`src/common/bt_payload_pkg.sv`:
```
package bt_payload_pkg;

  ////////////////////
  // field types
  ////////////////////

  // bit counts and lengths in bits
  typedef logic [12:0] bit_len_t;
  // payload header length in bytes
  typedef logic [9:0]  pylen_byte_t;
  typedef logic [1:0]  llid_t;
  typedef logic [6:0]  whiten_seed_t;

  // device address parts
  typedef logic [23:0] bd_lap_t;
  typedef logic [7:0]  bd_uap_t;
  typedef logic [15:0] bd_nap_t;

  typedef logic [23:0] cod_t;
  typedef logic [2:0]  lt_addr_t;
  // native clock bits 27..2
  typedef logic [25:0] fhs_clk_t;

  ////////////////////
  // register map
  ////////////////////

  localparam logic [7:0] REG_CTRL        = 8'h00;
  localparam logic [7:0] REG_LEN         = 8'h04;
  localparam logic [7:0] REG_STATUS      = 8'h08;
  localparam logic [7:0] REG_FHS_LAP     = 8'h0C;
  localparam logic [7:0] REG_FHS_UAP_NAP = 8'h10;
  localparam logic [7:0] REG_FHS_COD     = 8'h14;
  localparam logic [7:0] REG_FHS_LT_CLK  = 8'h18;

  // payload constants
  localparam int CRC_BITS = 16;
  localparam int FHS_BITS = 144;

endpackage

```
`src/common/payload_bit_if.sv`:
```
`timescale 1ns/1ps

// decoded bit stream, one bit per strobe, no handshake
interface payload_bit_if;
  import bt_payload_pkg::*;

  logic     bit_strobe;
  logic     dec_st_p;
  logic     dec_period;
  logic     dec_bit;
  bit_len_t bit_idx;

  modport src (
    output bit_strobe,
    output dec_st_p,
    output dec_period,
    output dec_bit,
    output bit_idx
  );

  modport snk (
    input bit_strobe,
    input dec_st_p,
    input dec_period,
    input dec_bit,
    input bit_idx
  );

endinterface

```
`src/fhs/fhs_decoder.sv`:
```
`timescale 1ns/1ps

module fhs_decoder (
  input  logic                     clk_6M,
  input  logic                     rstz,
  payload_bit_if.snk               bit_bus,
  input  logic                     rxfhs,
  output bt_payload_pkg::bd_lap_t  fhs_lap,
  output bt_payload_pkg::bd_uap_t  fhs_uap,
  output bt_payload_pkg::bd_nap_t  fhs_nap,
  output bt_payload_pkg::cod_t     fhs_cod,
  output bt_payload_pkg::lt_addr_t fhs_lt_addr,
  output bt_payload_pkg::fhs_clk_t fhs_clk,
  output logic                     fhs_done_p
);
  import bt_payload_pkg::*;

  logic     is_fhs;
  logic     fhs_stb;
  bit_len_t idx;
  logic     d;

  function automatic logic in_field(bit_len_t i, int lo, int hi);
    return (i >= lo) && (i <= hi);
  endfunction

  assign fhs_stb = bit_bus.bit_strobe & bit_bus.dec_period & is_fhs;
  assign idx     = bit_bus.bit_idx;
  assign d       = bit_bus.dec_bit;

  always_ff @(posedge clk_6M or negedge rstz)
  begin
    if (!rstz)
      is_fhs <= 1'b0;
    else if (bit_bus.dec_st_p)
      is_fhs <= rxfhs;
  end

  // fields arrive lsb first, shift in from the top
  // parity, eir and the bits between are skipped
  always_ff @(posedge clk_6M or negedge rstz)
  begin
    if (!rstz)
    begin
      fhs_lap     <= '0;
      fhs_uap     <= '0;
      fhs_nap     <= '0;
      fhs_cod     <= '0;
      fhs_lt_addr <= '0;
      fhs_clk     <= '0;
      fhs_done_p  <= 1'b0;
    end
    else
    begin
      fhs_done_p <= fhs_stb & (idx == bit_len_t'(FHS_BITS - 1));
      if (fhs_stb)
      begin
        if (in_field(idx, 34, 57))
          fhs_lap <= {d, fhs_lap[23:1]};
        else if (in_field(idx, 64, 71))
          fhs_uap <= {d, fhs_uap[7:1]};
        else if (in_field(idx, 72, 87))
          fhs_nap <= {d, fhs_nap[15:1]};
        else if (in_field(idx, 88, 111))
          fhs_cod <= {d, fhs_cod[23:1]};
        else if (in_field(idx, 112, 114))
          fhs_lt_addr <= {d, fhs_lt_addr[2:1]};
        else if (in_field(idx, 115, 140))
          fhs_clk <= {d, fhs_clk[25:1]};
      end
    end
  end

endmodule

```
`src/hw/bt_payload_rx.sv`:
```
`timescale 1ns/1ps

module bt_payload_rx #(
  parameter int AXI_ADDR_WIDTH = 8,
  parameter int WORD_ADR_WIDTH = 8
) (
  input  logic                      clk_6M,
  input  logic                      rstz,
  input  logic                      py_st_p,
  input  logic                      py_datvalid_p,
  input  logic                      rxbit,
  input  logic                      rxfhs,
  // register bus
  input  logic [AXI_ADDR_WIDTH-1:0] awaddr,
  input  logic                      awvalid,
  output logic                      awready,
  input  logic [31:0]               wdata,
  input  logic [3:0]                wstrb,
  input  logic                      wvalid,
  output logic                      wready,
  output logic [1:0]                bresp,
  output logic                      bvalid,
  input  logic                      bready,
  input  logic [AXI_ADDR_WIDTH-1:0] araddr,
  input  logic                      arvalid,
  output logic                      arready,
  output logic [31:0]               rdata,
  output logic [1:0]                rresp,
  output logic                      rvalid,
  input  logic                      rready,
  // receive buffer
  output logic [31:0]               rxpydin,
  output logic [WORD_ADR_WIDTH-1:0] rxpyadr,
  output logic                      rxpydin_valid_p_wr
);
  import bt_payload_pkg::*;

  whiten_seed_t whiten_seed;
  bd_uap_t      uap;
  logic         crc_en;
  logic         hdr_en;
  logic         single_slot;
  bit_len_t     pylenbit;
  llid_t        dec_llid;
  logic         dec_flow;
  pylen_byte_t  dec_pylen_byte;
  logic         crc_good;
  logic         done_p;
  bd_lap_t      fhs_lap;
  bd_uap_t      fhs_uap;
  bd_nap_t      fhs_nap;
  cod_t         fhs_cod;
  lt_addr_t     fhs_lt_addr;
  fhs_clk_t     fhs_clk;
  logic         fhs_done_p;

  payload_bit_if bit_bus ();

  payload_bit_ctrl #(
    .WORD_ADR_WIDTH (WORD_ADR_WIDTH)
  ) u_bit_ctrl (
    .clk_6M             (clk_6M),
    .rstz               (rstz),
    .py_st_p            (py_st_p),
    .py_datvalid_p      (py_datvalid_p),
    .rxbit              (rxbit),
    .whiten_seed        (whiten_seed),
    .uap                (uap),
    .crc_en             (crc_en),
    .hdr_en             (hdr_en),
    .single_slot        (single_slot),
    .pylenbit           (pylenbit),
    .bit_bus            (bit_bus.src),
    .rxpydin            (rxpydin),
    .rxpyadr            (rxpyadr),
    .rxpydin_valid_p_wr (rxpydin_valid_p_wr),
    .dec_llid           (dec_llid),
    .dec_flow           (dec_flow),
    .dec_pylen_byte     (dec_pylen_byte),
    .crc_good           (crc_good),
    .done_p             (done_p)
  );

  fhs_decoder u_fhs_decoder (
    .clk_6M      (clk_6M),
    .rstz        (rstz),
    .bit_bus     (bit_bus.snk),
    .rxfhs       (rxfhs),
    .fhs_lap     (fhs_lap),
    .fhs_uap     (fhs_uap),
    .fhs_nap     (fhs_nap),
    .fhs_cod     (fhs_cod),
    .fhs_lt_addr (fhs_lt_addr),
    .fhs_clk     (fhs_clk),
    .fhs_done_p  (fhs_done_p)
  );

  payload_regs #(
    .AXI_ADDR_WIDTH (AXI_ADDR_WIDTH)
  ) u_regs (
    .clk_6M         (clk_6M),
    .rstz           (rstz),
    .awaddr         (awaddr),
    .awvalid        (awvalid),
    .awready        (awready),
    .wdata          (wdata),
    .wstrb          (wstrb),
    .wvalid         (wvalid),
    .wready         (wready),
    .bresp          (bresp),
    .bvalid         (bvalid),
    .bready         (bready),
    .araddr         (araddr),
    .arvalid        (arvalid),
    .arready        (arready),
    .rdata          (rdata),
    .rresp          (rresp),
    .rvalid         (rvalid),
    .rready         (rready),
    .whiten_seed    (whiten_seed),
    .uap            (uap),
    .crc_en         (crc_en),
    .hdr_en         (hdr_en),
    .single_slot    (single_slot),
    .pylenbit       (pylenbit),
    .py_st_p        (py_st_p),
    .done_p         (done_p),
    .crc_good       (crc_good),
    .dec_llid       (dec_llid),
    .dec_flow       (dec_flow),
    .dec_pylen_byte (dec_pylen_byte),
    .fhs_lap        (fhs_lap),
    .fhs_uap        (fhs_uap),
    .fhs_nap        (fhs_nap),
    .fhs_cod        (fhs_cod),
    .fhs_lt_addr    (fhs_lt_addr),
    .fhs_clk        (fhs_clk),
    .fhs_done_p     (fhs_done_p)
  );

endmodule

```
`src/hw/payload_bit_ctrl.sv`:
```
`timescale 1ns/1ps

module payload_bit_ctrl #(
  parameter int WORD_ADR_WIDTH = 8
) (
  input  logic                         clk_6M,
  input  logic                         rstz,
  input  logic                         py_st_p,
  input  logic                         py_datvalid_p,
  input  logic                         rxbit,
  input  bt_payload_pkg::whiten_seed_t whiten_seed,
  input  bt_payload_pkg::bd_uap_t      uap,
  input  logic                         crc_en,
  input  logic                         hdr_en,
  input  logic                         single_slot,
  input  bt_payload_pkg::bit_len_t     pylenbit,
  payload_bit_if.src                   bit_bus,
  output logic [31:0]                  rxpydin,
  output logic [WORD_ADR_WIDTH-1:0]    rxpyadr,
  output logic                         rxpydin_valid_p_wr,
  output bt_payload_pkg::llid_t        dec_llid,
  output logic                         dec_flow,
  output bt_payload_pkg::pylen_byte_t  dec_pylen_byte,
  output logic                         crc_good,
  output logic                         done_p
);
  import bt_payload_pkg::*;

  bit_len_t   total_len;
  bit_len_t   bit_cnt;
  logic       dec_period;
  logic       dec_st_p;
  logic       bit_stb;
  logic       data_stb;
  logic       last_bit_p;
  logic       dec_bit;
  logic       hdr_len_stb;
  logic [3:0] len_pos;
  logic [4:0] word_cnt;
  logic       pad_active;
  logic       word_shift;

  assign total_len  = crc_en ? pylenbit + bit_len_t'(CRC_BITS) : pylenbit;
  assign bit_stb    = py_datvalid_p & dec_period;
  assign data_stb   = bit_stb & (bit_cnt < pylenbit);
  assign last_bit_p = bit_stb & (bit_cnt == total_len - 1'b1);

  ////////////////////
  // period and bit count
  ////////////////////

  always_ff @(posedge clk_6M or negedge rstz)
  begin
    if (!rstz)
    begin
      dec_st_p   <= 1'b0;
      dec_period <= 1'b0;
      bit_cnt    <= '0;
      done_p     <= 1'b0;
    end
    else
    begin
      dec_st_p <= py_st_p;
      done_p   <= last_bit_p;
      if (py_st_p)
        dec_period <= (pylenbit != '0);
      else if (last_bit_p)
        dec_period <= 1'b0;
      if (py_st_p)
        bit_cnt <= '0;
      else if (bit_stb)
        bit_cnt <= bit_cnt + 1'b1;
    end
  end

  payload_pypro u_pypro (
    .clk_6M      (clk_6M),
    .rstz        (rstz),
    .start_p     (py_st_p),
    .bit_strobe  (bit_stb),
    .rxbit       (rxbit),
    .whiten_seed (whiten_seed),
    .uap         (uap),
    .crc_en      (crc_en),
    .last_bit_p  (last_bit_p),
    .dec_bit     (dec_bit),
    .crc_good    (crc_good)
  );

  assign bit_bus.bit_strobe = bit_stb;
  assign bit_bus.dec_st_p   = dec_st_p;
  assign bit_bus.dec_period = dec_period;
  assign bit_bus.dec_bit    = dec_bit;
  assign bit_bus.bit_idx    = bit_cnt;

  ////////////////////
  // payload header
  ////////////////////

  // length field lsb first, 5 or 10 bits
  assign hdr_len_stb = data_stb & hdr_en & (bit_cnt >= 13'd3)
                       & (bit_cnt <= (single_slot ? 13'd7 : 13'd12));
  assign len_pos     = 4'(bit_cnt - 13'd3);

  always_ff @(posedge clk_6M or negedge rstz)
  begin
    if (!rstz)
    begin
      dec_llid       <= '0;
      dec_flow       <= 1'b0;
      dec_pylen_byte <= '0;
    end
    else if (py_st_p)
      dec_pylen_byte <= '0;
    else if (data_stb && hdr_en)
    begin
      if (bit_cnt == 13'd0)
        dec_llid[0] <= dec_bit;
      if (bit_cnt == 13'd1)
        dec_llid[1] <= dec_bit;
      if (bit_cnt == 13'd2)
        dec_flow <= dec_bit;
      if (hdr_len_stb)
        dec_pylen_byte[len_pos] <= dec_bit;
    end
  end

  ////////////////////
  // word packing
  ////////////////////

  assign word_shift = data_stb | pad_active;

  // first bit ends up in bit 0 after 32 shifts
  always_ff @(posedge clk_6M)
  begin
    if (word_shift)
      rxpydin <= {pad_active ? 1'b0 : dec_bit, rxpydin[31:1]};
  end

  always_ff @(posedge clk_6M or negedge rstz)
  begin
    if (!rstz)
    begin
      word_cnt   <= '0;
      pad_active <= 1'b0;
    end
    else if (py_st_p)
    begin
      word_cnt   <= '0;
      pad_active <= 1'b0;
    end
    else
    begin
      if (word_shift)
        word_cnt <= word_cnt + 1'b1;
      // partial word left at the end, zero fill it
      if (last_bit_p && (data_stb ? word_cnt != 5'd31 : word_cnt != 5'd0))
        pad_active <= 1'b1;
      else if (pad_active && word_cnt == 5'd31)
        pad_active <= 1'b0;
    end
  end

  always_ff @(posedge clk_6M or negedge rstz)
  begin
    if (!rstz)
    begin
      rxpydin_valid_p_wr <= 1'b0;
      rxpyadr            <= '0;
    end
    else
    begin
      rxpydin_valid_p_wr <= word_shift & (word_cnt == 5'd31);
      if (py_st_p)
        rxpyadr <= '0;
      else if (rxpydin_valid_p_wr)
        rxpyadr <= rxpyadr + 1'b1;
    end
  end

endmodule

```
`src/hw/payload_regs.sv`:
```
`timescale 1ns/1ps

module payload_regs #(
  parameter int AXI_ADDR_WIDTH = 8
) (
  input  logic                         clk_6M,
  input  logic                         rstz,
  // axi4-lite slave
  input  logic [AXI_ADDR_WIDTH-1:0]    awaddr,
  input  logic                         awvalid,
  output logic                         awready,
  input  logic [31:0]                  wdata,
  input  logic [3:0]                   wstrb,
  input  logic                         wvalid,
  output logic                         wready,
  output logic [1:0]                   bresp,
  output logic                         bvalid,
  input  logic                         bready,
  input  logic [AXI_ADDR_WIDTH-1:0]    araddr,
  input  logic                         arvalid,
  output logic                         arready,
  output logic [31:0]                  rdata,
  output logic [1:0]                   rresp,
  output logic                         rvalid,
  input  logic                         rready,
  // configuration
  output bt_payload_pkg::whiten_seed_t whiten_seed,
  output bt_payload_pkg::bd_uap_t      uap,
  output logic                         crc_en,
  output logic                         hdr_en,
  output logic                         single_slot,
  output bt_payload_pkg::bit_len_t     pylenbit,
  // status from both decoders
  input  logic                         py_st_p,
  input  logic                         done_p,
  input  logic                         crc_good,
  input  bt_payload_pkg::llid_t        dec_llid,
  input  logic                         dec_flow,
  input  bt_payload_pkg::pylen_byte_t  dec_pylen_byte,
  input  bt_payload_pkg::bd_lap_t      fhs_lap,
  input  bt_payload_pkg::bd_uap_t      fhs_uap,
  input  bt_payload_pkg::bd_nap_t      fhs_nap,
  input  bt_payload_pkg::cod_t         fhs_cod,
  input  bt_payload_pkg::lt_addr_t     fhs_lt_addr,
  input  bt_payload_pkg::fhs_clk_t     fhs_clk,
  input  logic                         fhs_done_p
);
  import bt_payload_pkg::*;

  typedef enum logic {W_IDLE, W_RESP} wr_state_t;
  typedef enum logic {R_IDLE, R_DATA} rd_state_t;

  wr_state_t   wr_state;
  rd_state_t   rd_state;
  logic        wr_en;
  logic        rd_en;
  logic        done_flag;
  logic        fhs_valid;
  logic [31:0] rd_word;

  assign wr_en   = awvalid & wvalid & (wr_state == W_IDLE);
  assign awready = wr_en;
  assign wready  = wr_en;
  assign bvalid  = (wr_state == W_RESP);
  assign bresp   = 2'b00;

  assign rd_en   = arvalid & (rd_state == R_IDLE);
  assign arready = rd_en;
  assign rvalid  = (rd_state == R_DATA);
  assign rresp   = 2'b00;

  ////////////////////
  // handshake fsms
  ////////////////////

  always_ff @(posedge clk_6M or negedge rstz)
  begin
    if (!rstz)
    begin
      wr_state <= W_IDLE;
      rd_state <= R_IDLE;
    end
    else
    begin
      case (wr_state)
        W_IDLE: if (wr_en) wr_state <= W_RESP;
        W_RESP: if (bready) wr_state <= W_IDLE;
        default: wr_state <= W_IDLE;
      endcase
      case (rd_state)
        R_IDLE: if (rd_en) rd_state <= R_DATA;
        R_DATA: if (rready) rd_state <= R_IDLE;
        default: rd_state <= R_IDLE;
      endcase
    end
  end

  ////////////////////
  // config registers
  ////////////////////

  always_ff @(posedge clk_6M or negedge rstz)
  begin
    if (!rstz)
    begin
      whiten_seed <= '0;
      uap         <= '0;
      crc_en      <= 1'b0;
      hdr_en      <= 1'b0;
      single_slot <= 1'b0;
      pylenbit    <= '0;
    end
    else if (wr_en && awaddr == AXI_ADDR_WIDTH'(REG_CTRL))
    begin
      if (wstrb[0])
        whiten_seed <= wdata[6:0];
      if (wstrb[1])
        uap <= wdata[15:8];
      if (wstrb[2])
        {single_slot, hdr_en, crc_en} <= wdata[18:16];
    end
    else if (wr_en && awaddr == AXI_ADDR_WIDTH'(REG_LEN))
    begin
      if (wstrb[0])
        pylenbit[7:0] <= wdata[7:0];
      if (wstrb[1])
        pylenbit[12:8] <= wdata[12:8];
    end
  end

  // sticky flags, cleared when a new payload starts
  always_ff @(posedge clk_6M or negedge rstz)
  begin
    if (!rstz)
    begin
      done_flag <= 1'b0;
      fhs_valid <= 1'b0;
    end
    else if (py_st_p)
    begin
      done_flag <= 1'b0;
      fhs_valid <= 1'b0;
    end
    else
    begin
      if (done_p)
        done_flag <= 1'b1;
      if (fhs_done_p)
        fhs_valid <= 1'b1;
    end
  end

  // read mux, unmapped offsets give zero
  always_comb
  begin
    case (araddr)
      AXI_ADDR_WIDTH'(REG_CTRL):
        rd_word = {13'b0, single_slot, hdr_en, crc_en, uap, 1'b0, whiten_seed};
      AXI_ADDR_WIDTH'(REG_LEN):
        rd_word = {19'b0, pylenbit};
      AXI_ADDR_WIDTH'(REG_STATUS):
        rd_word = {14'b0, dec_pylen_byte, 2'b0, dec_flow, dec_llid,
                   fhs_valid, crc_good, done_flag};
      AXI_ADDR_WIDTH'(REG_FHS_LAP):
        rd_word = {8'b0, fhs_lap};
      AXI_ADDR_WIDTH'(REG_FHS_UAP_NAP):
        rd_word = {8'b0, fhs_nap, fhs_uap};
      AXI_ADDR_WIDTH'(REG_FHS_COD):
        rd_word = {8'b0, fhs_cod};
      AXI_ADDR_WIDTH'(REG_FHS_LT_CLK):
        rd_word = {3'b0, fhs_lt_addr, fhs_clk};
      default:
        rd_word = '0;
    endcase
  end

  always_ff @(posedge clk_6M)
  begin
    if (rd_en)
      rdata <= rd_word;
  end

endmodule

```
`src/pypro/payload_pypro.sv`:
```
`timescale 1ns/1ps

module payload_pypro (
  input  logic                         clk_6M,
  input  logic                         rstz,
  input  logic                         start_p,
  input  logic                         bit_strobe,
  input  logic                         rxbit,
  input  bt_payload_pkg::whiten_seed_t whiten_seed,
  input  bt_payload_pkg::bd_uap_t      uap,
  input  logic                         crc_en,
  input  logic                         last_bit_p,
  output logic                         dec_bit,
  output logic                         crc_good
);
  import bt_payload_pkg::*;

  // ccitt x^16+x^12+x^5+1
  localparam logic [CRC_BITS-1:0] CRC_POLY = 16'h1021;

  whiten_seed_t        lfsr;
  logic [CRC_BITS-1:0] crc_q;
  logic [CRC_BITS-1:0] crc_next;
  logic                crc_fb;

  // dewhitening is combinational on the air bit
  assign dec_bit = rxbit ^ lfsr[6];

  assign crc_fb   = crc_q[CRC_BITS-1] ^ dec_bit;
  assign crc_next = {crc_q[CRC_BITS-2:0], 1'b0} ^ (crc_fb ? CRC_POLY : '0);

  // whitening lfsr x^7+x^4+1, steps on data and crc bits alike
  always_ff @(posedge clk_6M or negedge rstz)
  begin
    if (!rstz)
      lfsr <= '0;
    else if (start_p)
      lfsr <= whiten_seed;
    else if (bit_strobe)
      lfsr <= {lfsr[5:4], lfsr[3] ^ lfsr[6], lfsr[2:0], lfsr[6]};
  end

  // crc register, uap in the low byte
  always_ff @(posedge clk_6M or negedge rstz)
  begin
    if (!rstz)
      crc_q <= '0;
    else if (start_p)
      crc_q <= {8'h00, uap};
    else if (bit_strobe)
      crc_q <= crc_next;
  end

  // remainder checked with the last bit included
  always_ff @(posedge clk_6M or negedge rstz)
  begin
    if (!rstz)
      crc_good <= 1'b0;
    else if (start_p)
      crc_good <= 1'b0;
    else if (last_bit_p)
      crc_good <= crc_en ? (crc_next == '0) : 1'b1;
  end

endmodule

```
`config.mk`:
```
export PLATFORM = sky130hd
export DESIGN_NAME = bt_payload_rx
export DESIGN_NICKNAME = d
export VERILOG_FILES = /design/src/common/bt_payload_pkg.sv /design/src/common/payload_bit_if.sv /design/src/fhs/fhs_decoder.sv /design/src/hw/bt_payload_rx.sv /design/src/hw/payload_bit_ctrl.sv /design/src/hw/payload_regs.sv /design/src/pypro/payload_pypro.sv
export SDC_FILE = /design/constraint.sdc
export NUM_CORES = 1
export LEC_CHECK = 0
export BUFFER_PORTS_ARGS = -buffer_cell sky130_fd_sc_hd__buf_2
export CAP_MARGIN = 20
export CELL_PAD_IN_SITES_DETAIL_PLACEMENT = 1
export CELL_PAD_IN_SITES_GLOBAL_PLACEMENT = 1
export CORE_UTILIZATION = 48
export DETAILED_ROUTE_END_ITERATION = 16
export PLACE_DENSITY = 0.88
export SYNTH_ARGS = -nofsm -noshare
export SYNTH_HDL_FRONTEND = slang
export SYNTH_HIERARCHICAL = 1
export SYNTH_SLANG_ARGS = --single-unit
```
`constraint.sdc`:
```
create_clock -name clk_6M -period 4.02 [get_ports clk_6M]
set_input_delay 0.201 -clock clk_6M [delete_from_list [all_inputs] [get_ports clk_6M]]
set_output_delay 0.201 -clock clk_6M [all_outputs]
set_load 0.005 [all_outputs]
```
==> summary.md <==
| Metric | Value |
|---|---|
| CTS tree | done |
| DRT Pass-1 Iters | 5 |
| Top post-synthesis cells by area | dfrtp_1, edfxtp_1, mux2_2 |
| Post-Route Setup TNS | 0 ps |
| Fill cell count | 2785 |
| Flops & latches, synth | 267 |
| Mapped Area | 0.0131 sq mm |
| R2r setup slk | 250 ps |
| Post-Synthesis Cells | 1084 |
| PnR Total Power | 5.80 mW |
| Ys Warns | 6 |
| Number of CTS-inserted buffers | 29 |
| Antenna violations before repair | 0 |
| Fin util | 57.0% |
| Clk root buf | clkbuf_16 |
| Pint | 4.48 mW |
| Port bufs | 123 |
| Clk network pwr share | 45.5% |
| RSZ-0062 raised after global routing | false |
| Row count | 60 |
| Core Region | 0.0269 sq mm |
| Sequential area share after synthesis | 53.2% |
| Fmax | 0.265 GHz |
| Initial Utilization | 48.9% |
| Max Cap Viol | 0 |
| Sequential share of power | 48.8% |
| Die W | 167 microns |
| Gate power share | 5.7% |
| Final #Nets | 1327 |
| Area leader, netlist | dfrtp_1 |
| Detailed Place HPWL | 23800 microns |
| DRC viols | 0 |
| Final ANT Viol Nets | 0 |
| Resized Gates After CTS | 0 |
| Worst Hold Class | primary input to register |
| P_leak | 6.93 nW |
| Layout cells sized above 1 | 29.7% |
| Largest net degree at the start of global routing | 117 |
| GRT Total Usage | 26.2% |
| Worst-path clk slew | 60 ps |
| Minimum clock period | 3770 ps |
| Avg Cell Area, Syn | 12.1 sq um |
| Skew final | 31.0 ps |
| Final hold violations | 0 |
| Vias per inst | 5.90 |
| Placed insts | 1519 |
| Max IR drop VDD | 0.000262 V |
| Max FO, Critical Path | 13 |
| Status | completed |
| Die Y | 167 microns |
| EDFF count, synth | 61 |
| Required @ worst endpoint | 4470 ps |
| Synth top area share | 39.2% |
| Diode count | 0 |
| Worst-margin pin slew | 946 ps |
| Worst skew pair latency | 560 ps |
| Slew Viols, Final | 0 |
| # clock sinks | 267 |
| DIE AREA | 0.0280 sq mm |
| Final Setup Violations | 0 |
| Final RePlAce weighted congestion | 0.858 |
| Vias post-DR | 9429 |
| WS Path Type | register to register |
| Switching component of the power | 1.32 mW |
| Clock tree buffer depth | 3 |
| Post-Layout Cell Count | 1599 |
| Tcrit/Tclk final | 93.7% |
| Global-route wire length before repair | 57700 microns |
| Drt total wl | 36200 microns |
| Setup repair bufs after CTS | 0 |
| Ys flop type | dfrtp_1 |
| Hold Buf Count CTS | 24 |
| Netlist cell types | 76 |
| Critical path launch point type | register |
| Final Hold Slack | 41.1 ps |
| Slew HR | 36.9% |
| Sw Ratio | 22.8% |
| Syn-to-layout area delta | 16.7% |
| Iter 0 DRT Violations | 626 |
| Critical path data arrival time | 4210 ps |
| Congestion Overflow GR | 0 |
| I/O pins | 145 |
| Vias in the first global route | 10200 |
| Ys async rst share | 77.2% |
| H-tree levels | 1 |
| CP Capture Type | register |
| Pwr per Cell Area | 379 mW/mm^2 |
| Drt wl/cell | 22.6 microns |
registers in the layout, summed over array words and instances (netlist names), 2 cells and up:
register,count
u_bit_ctrl/word_cnt,5
u_regs/rdata,29
u_bit_ctrl/dec_pylen_byte,10
u_fhs_decoder/fhs_lt_addr,3
u_bit_ctrl/rxpyadr,8
u_bit_ctrl/bit_bus.bit_idx,13
u_regs/pylenbit,13
u_fhs_decoder/fhs_clk,26
u_bit_ctrl/u_pypro/lfsr,7
u_fhs_decoder/fhs_uap,8
u_bit_ctrl/u_pypro/crc_q,16
u_fhs_decoder/fhs_cod,24
u_bit_ctrl/rxpydin,32
u_regs/whiten_seed,7
u_fhs_decoder/fhs_lap,24
u_regs/uap,8
u_bit_ctrl/dec_llid,2
u_fhs_decoder/fhs_nap,16
logic make-up (layout without fill, tap and decap cells):
| logic type | Yosys count | in the layout | share of synthesized area, % |
|---|---|---|---|
| mux | 198 | 198 | 16.8 |
| flops | 267 | 267 | 53.2 |
| fa+ha+maj | 29 | 29 | 2.76 |
| compound gates | 164 | 164 | 8.62 |
| other cells | 1 | 7 | 0.0285 |
| buf+inv | 102 | 270 | 3.70 |
| xor+xnor | 52 | 52 | 3.58 |
| simple gates | 271 | 271 | 11.3 |
layer usage:
metal,vias to the layer above,global-route usage [%],wire length [microns]
met5,-,0,0
met4,0,10.0,1390
met2,303,44.7,18000
met1,4805,33.1,14700
met3,99,4.82,2000
li1,4222,-,-
cell type report:
cell class | instances | area (sq um) | share of cell area [%]
sequential | 267 | 6990 | 45.6
multi-input combinational | 721 | 5700 | 37.2
timing repair buffer | 178 | 1120 | 7.34
clock buffer | 42 | 825 | 5.38
tap | 341 | 427 | 2.78
inverter | 38 | 143 | 0.931
clock inverter | 12 | 118 | 0.767
critical path, cell delays in order, from the launching register on:
cell       delay, ps
dfrtp_1          620
inv_1            150
ha_1             340
or4b_1           530
and3_4           210
a2111oi_4        210
xnor2_1          110
or4_4            540
nor3_1           510
nor2_1           130
a311oi_1         290
power groups by stage:
| stage | Combinational [mW] | Sequential, mW | Clock [mW] |
|---|---|---|---|
| 4_1_cts | 0.332 | 2.83 | 2.69 |
| 6_report | 0.333 | 2.83 | 2.64 |
| 3_5_place_dp | 0.307 | 2.88 | 0 |
| 3_3_place_gp | 0.296 | 2.88 | 0 |
| 5_1_grt | 0.364 | 2.83 | 2.79 |
| 2_1_floorplan | 0.162 | 2.88 | 0 |
synth_stat cells, drive strengths merged (3+ instances only):
cell type and n:
clkbuf 30, mux2i 56, or4b 3, a31oi 7, and3 7, nor2b 10, ha 29, nor4 13
nand3 24, or3 18, o21ba 3, and4 8, buf 34, nand2b 4, o21ai 40, a211oi 6
a21oi 40, edfxtp 61, nor2 68, o211ai 6, a22o 5, inv 37, and2 12, nand4 13
a221oi 5, nor3 18, a21o 13, a2111oi 5, mux2 141, or4 10, a22oi 9, xor2 20
a21bo 4, dfrtp 206, o221ai 6, xnor2 31, a221o 6, nand2 53
final timing paths:
kind	start	to	cells after the start
worst max-delay path	u_regs/pylenbit[5]	u_bit_ctrl/u_pypro/crc_good	10
worst min-delay path	wvalid	u_regs/bvalid	3
worst max register to register	u_regs/pylenbit[5]	u_bit_ctrl/u_pypro/crc_good	10
worst min register to register	u_bit_ctrl/rxpydin[31]	u_bit_ctrl/rxpydin[30]	0
max in group asynchronous	rstz	u_regs/crc_en	3
min in group asynchronous	rstz	u_fhs_decoder/fhs_clk[3]	2
cell usage in the layout (no fill, tap or decap), types with 7 or more instances in the layout:
cell type	n
buf_4	27
nor4_1	9
nand4_1	12
and2_1	11
or3_1	15
dfrtp_1	206
mux2_4	10
conb_1	7
mux2_2	131
nor3_1	18
edfxtp_1	61
and4_1	8
dlygate4sd3_1	24
nor2b_1	9
mux2i_1	56
nand2_1	51
a22oi_1	9
nand3_1	24
inv_1	37
nor2_1	68
a21oi_1	39
o21ai_0	40
xnor2_1	31
clkbuf_16	29
ha_1	29
clkbuf_1	8
buf_2	123
a31oi_1	7
xor2_1	20
a21o_1	13
metrics by stage:
step	instance area [sq um]	setup WS, ps
after floorplan	13200	712
after global placement	14100	520
after detailed placement	14100	365
after CTS	15300	318
after global routing	15300	62.8
final	15300	252
Note: power is estimated with default switching activity, not from simulation.
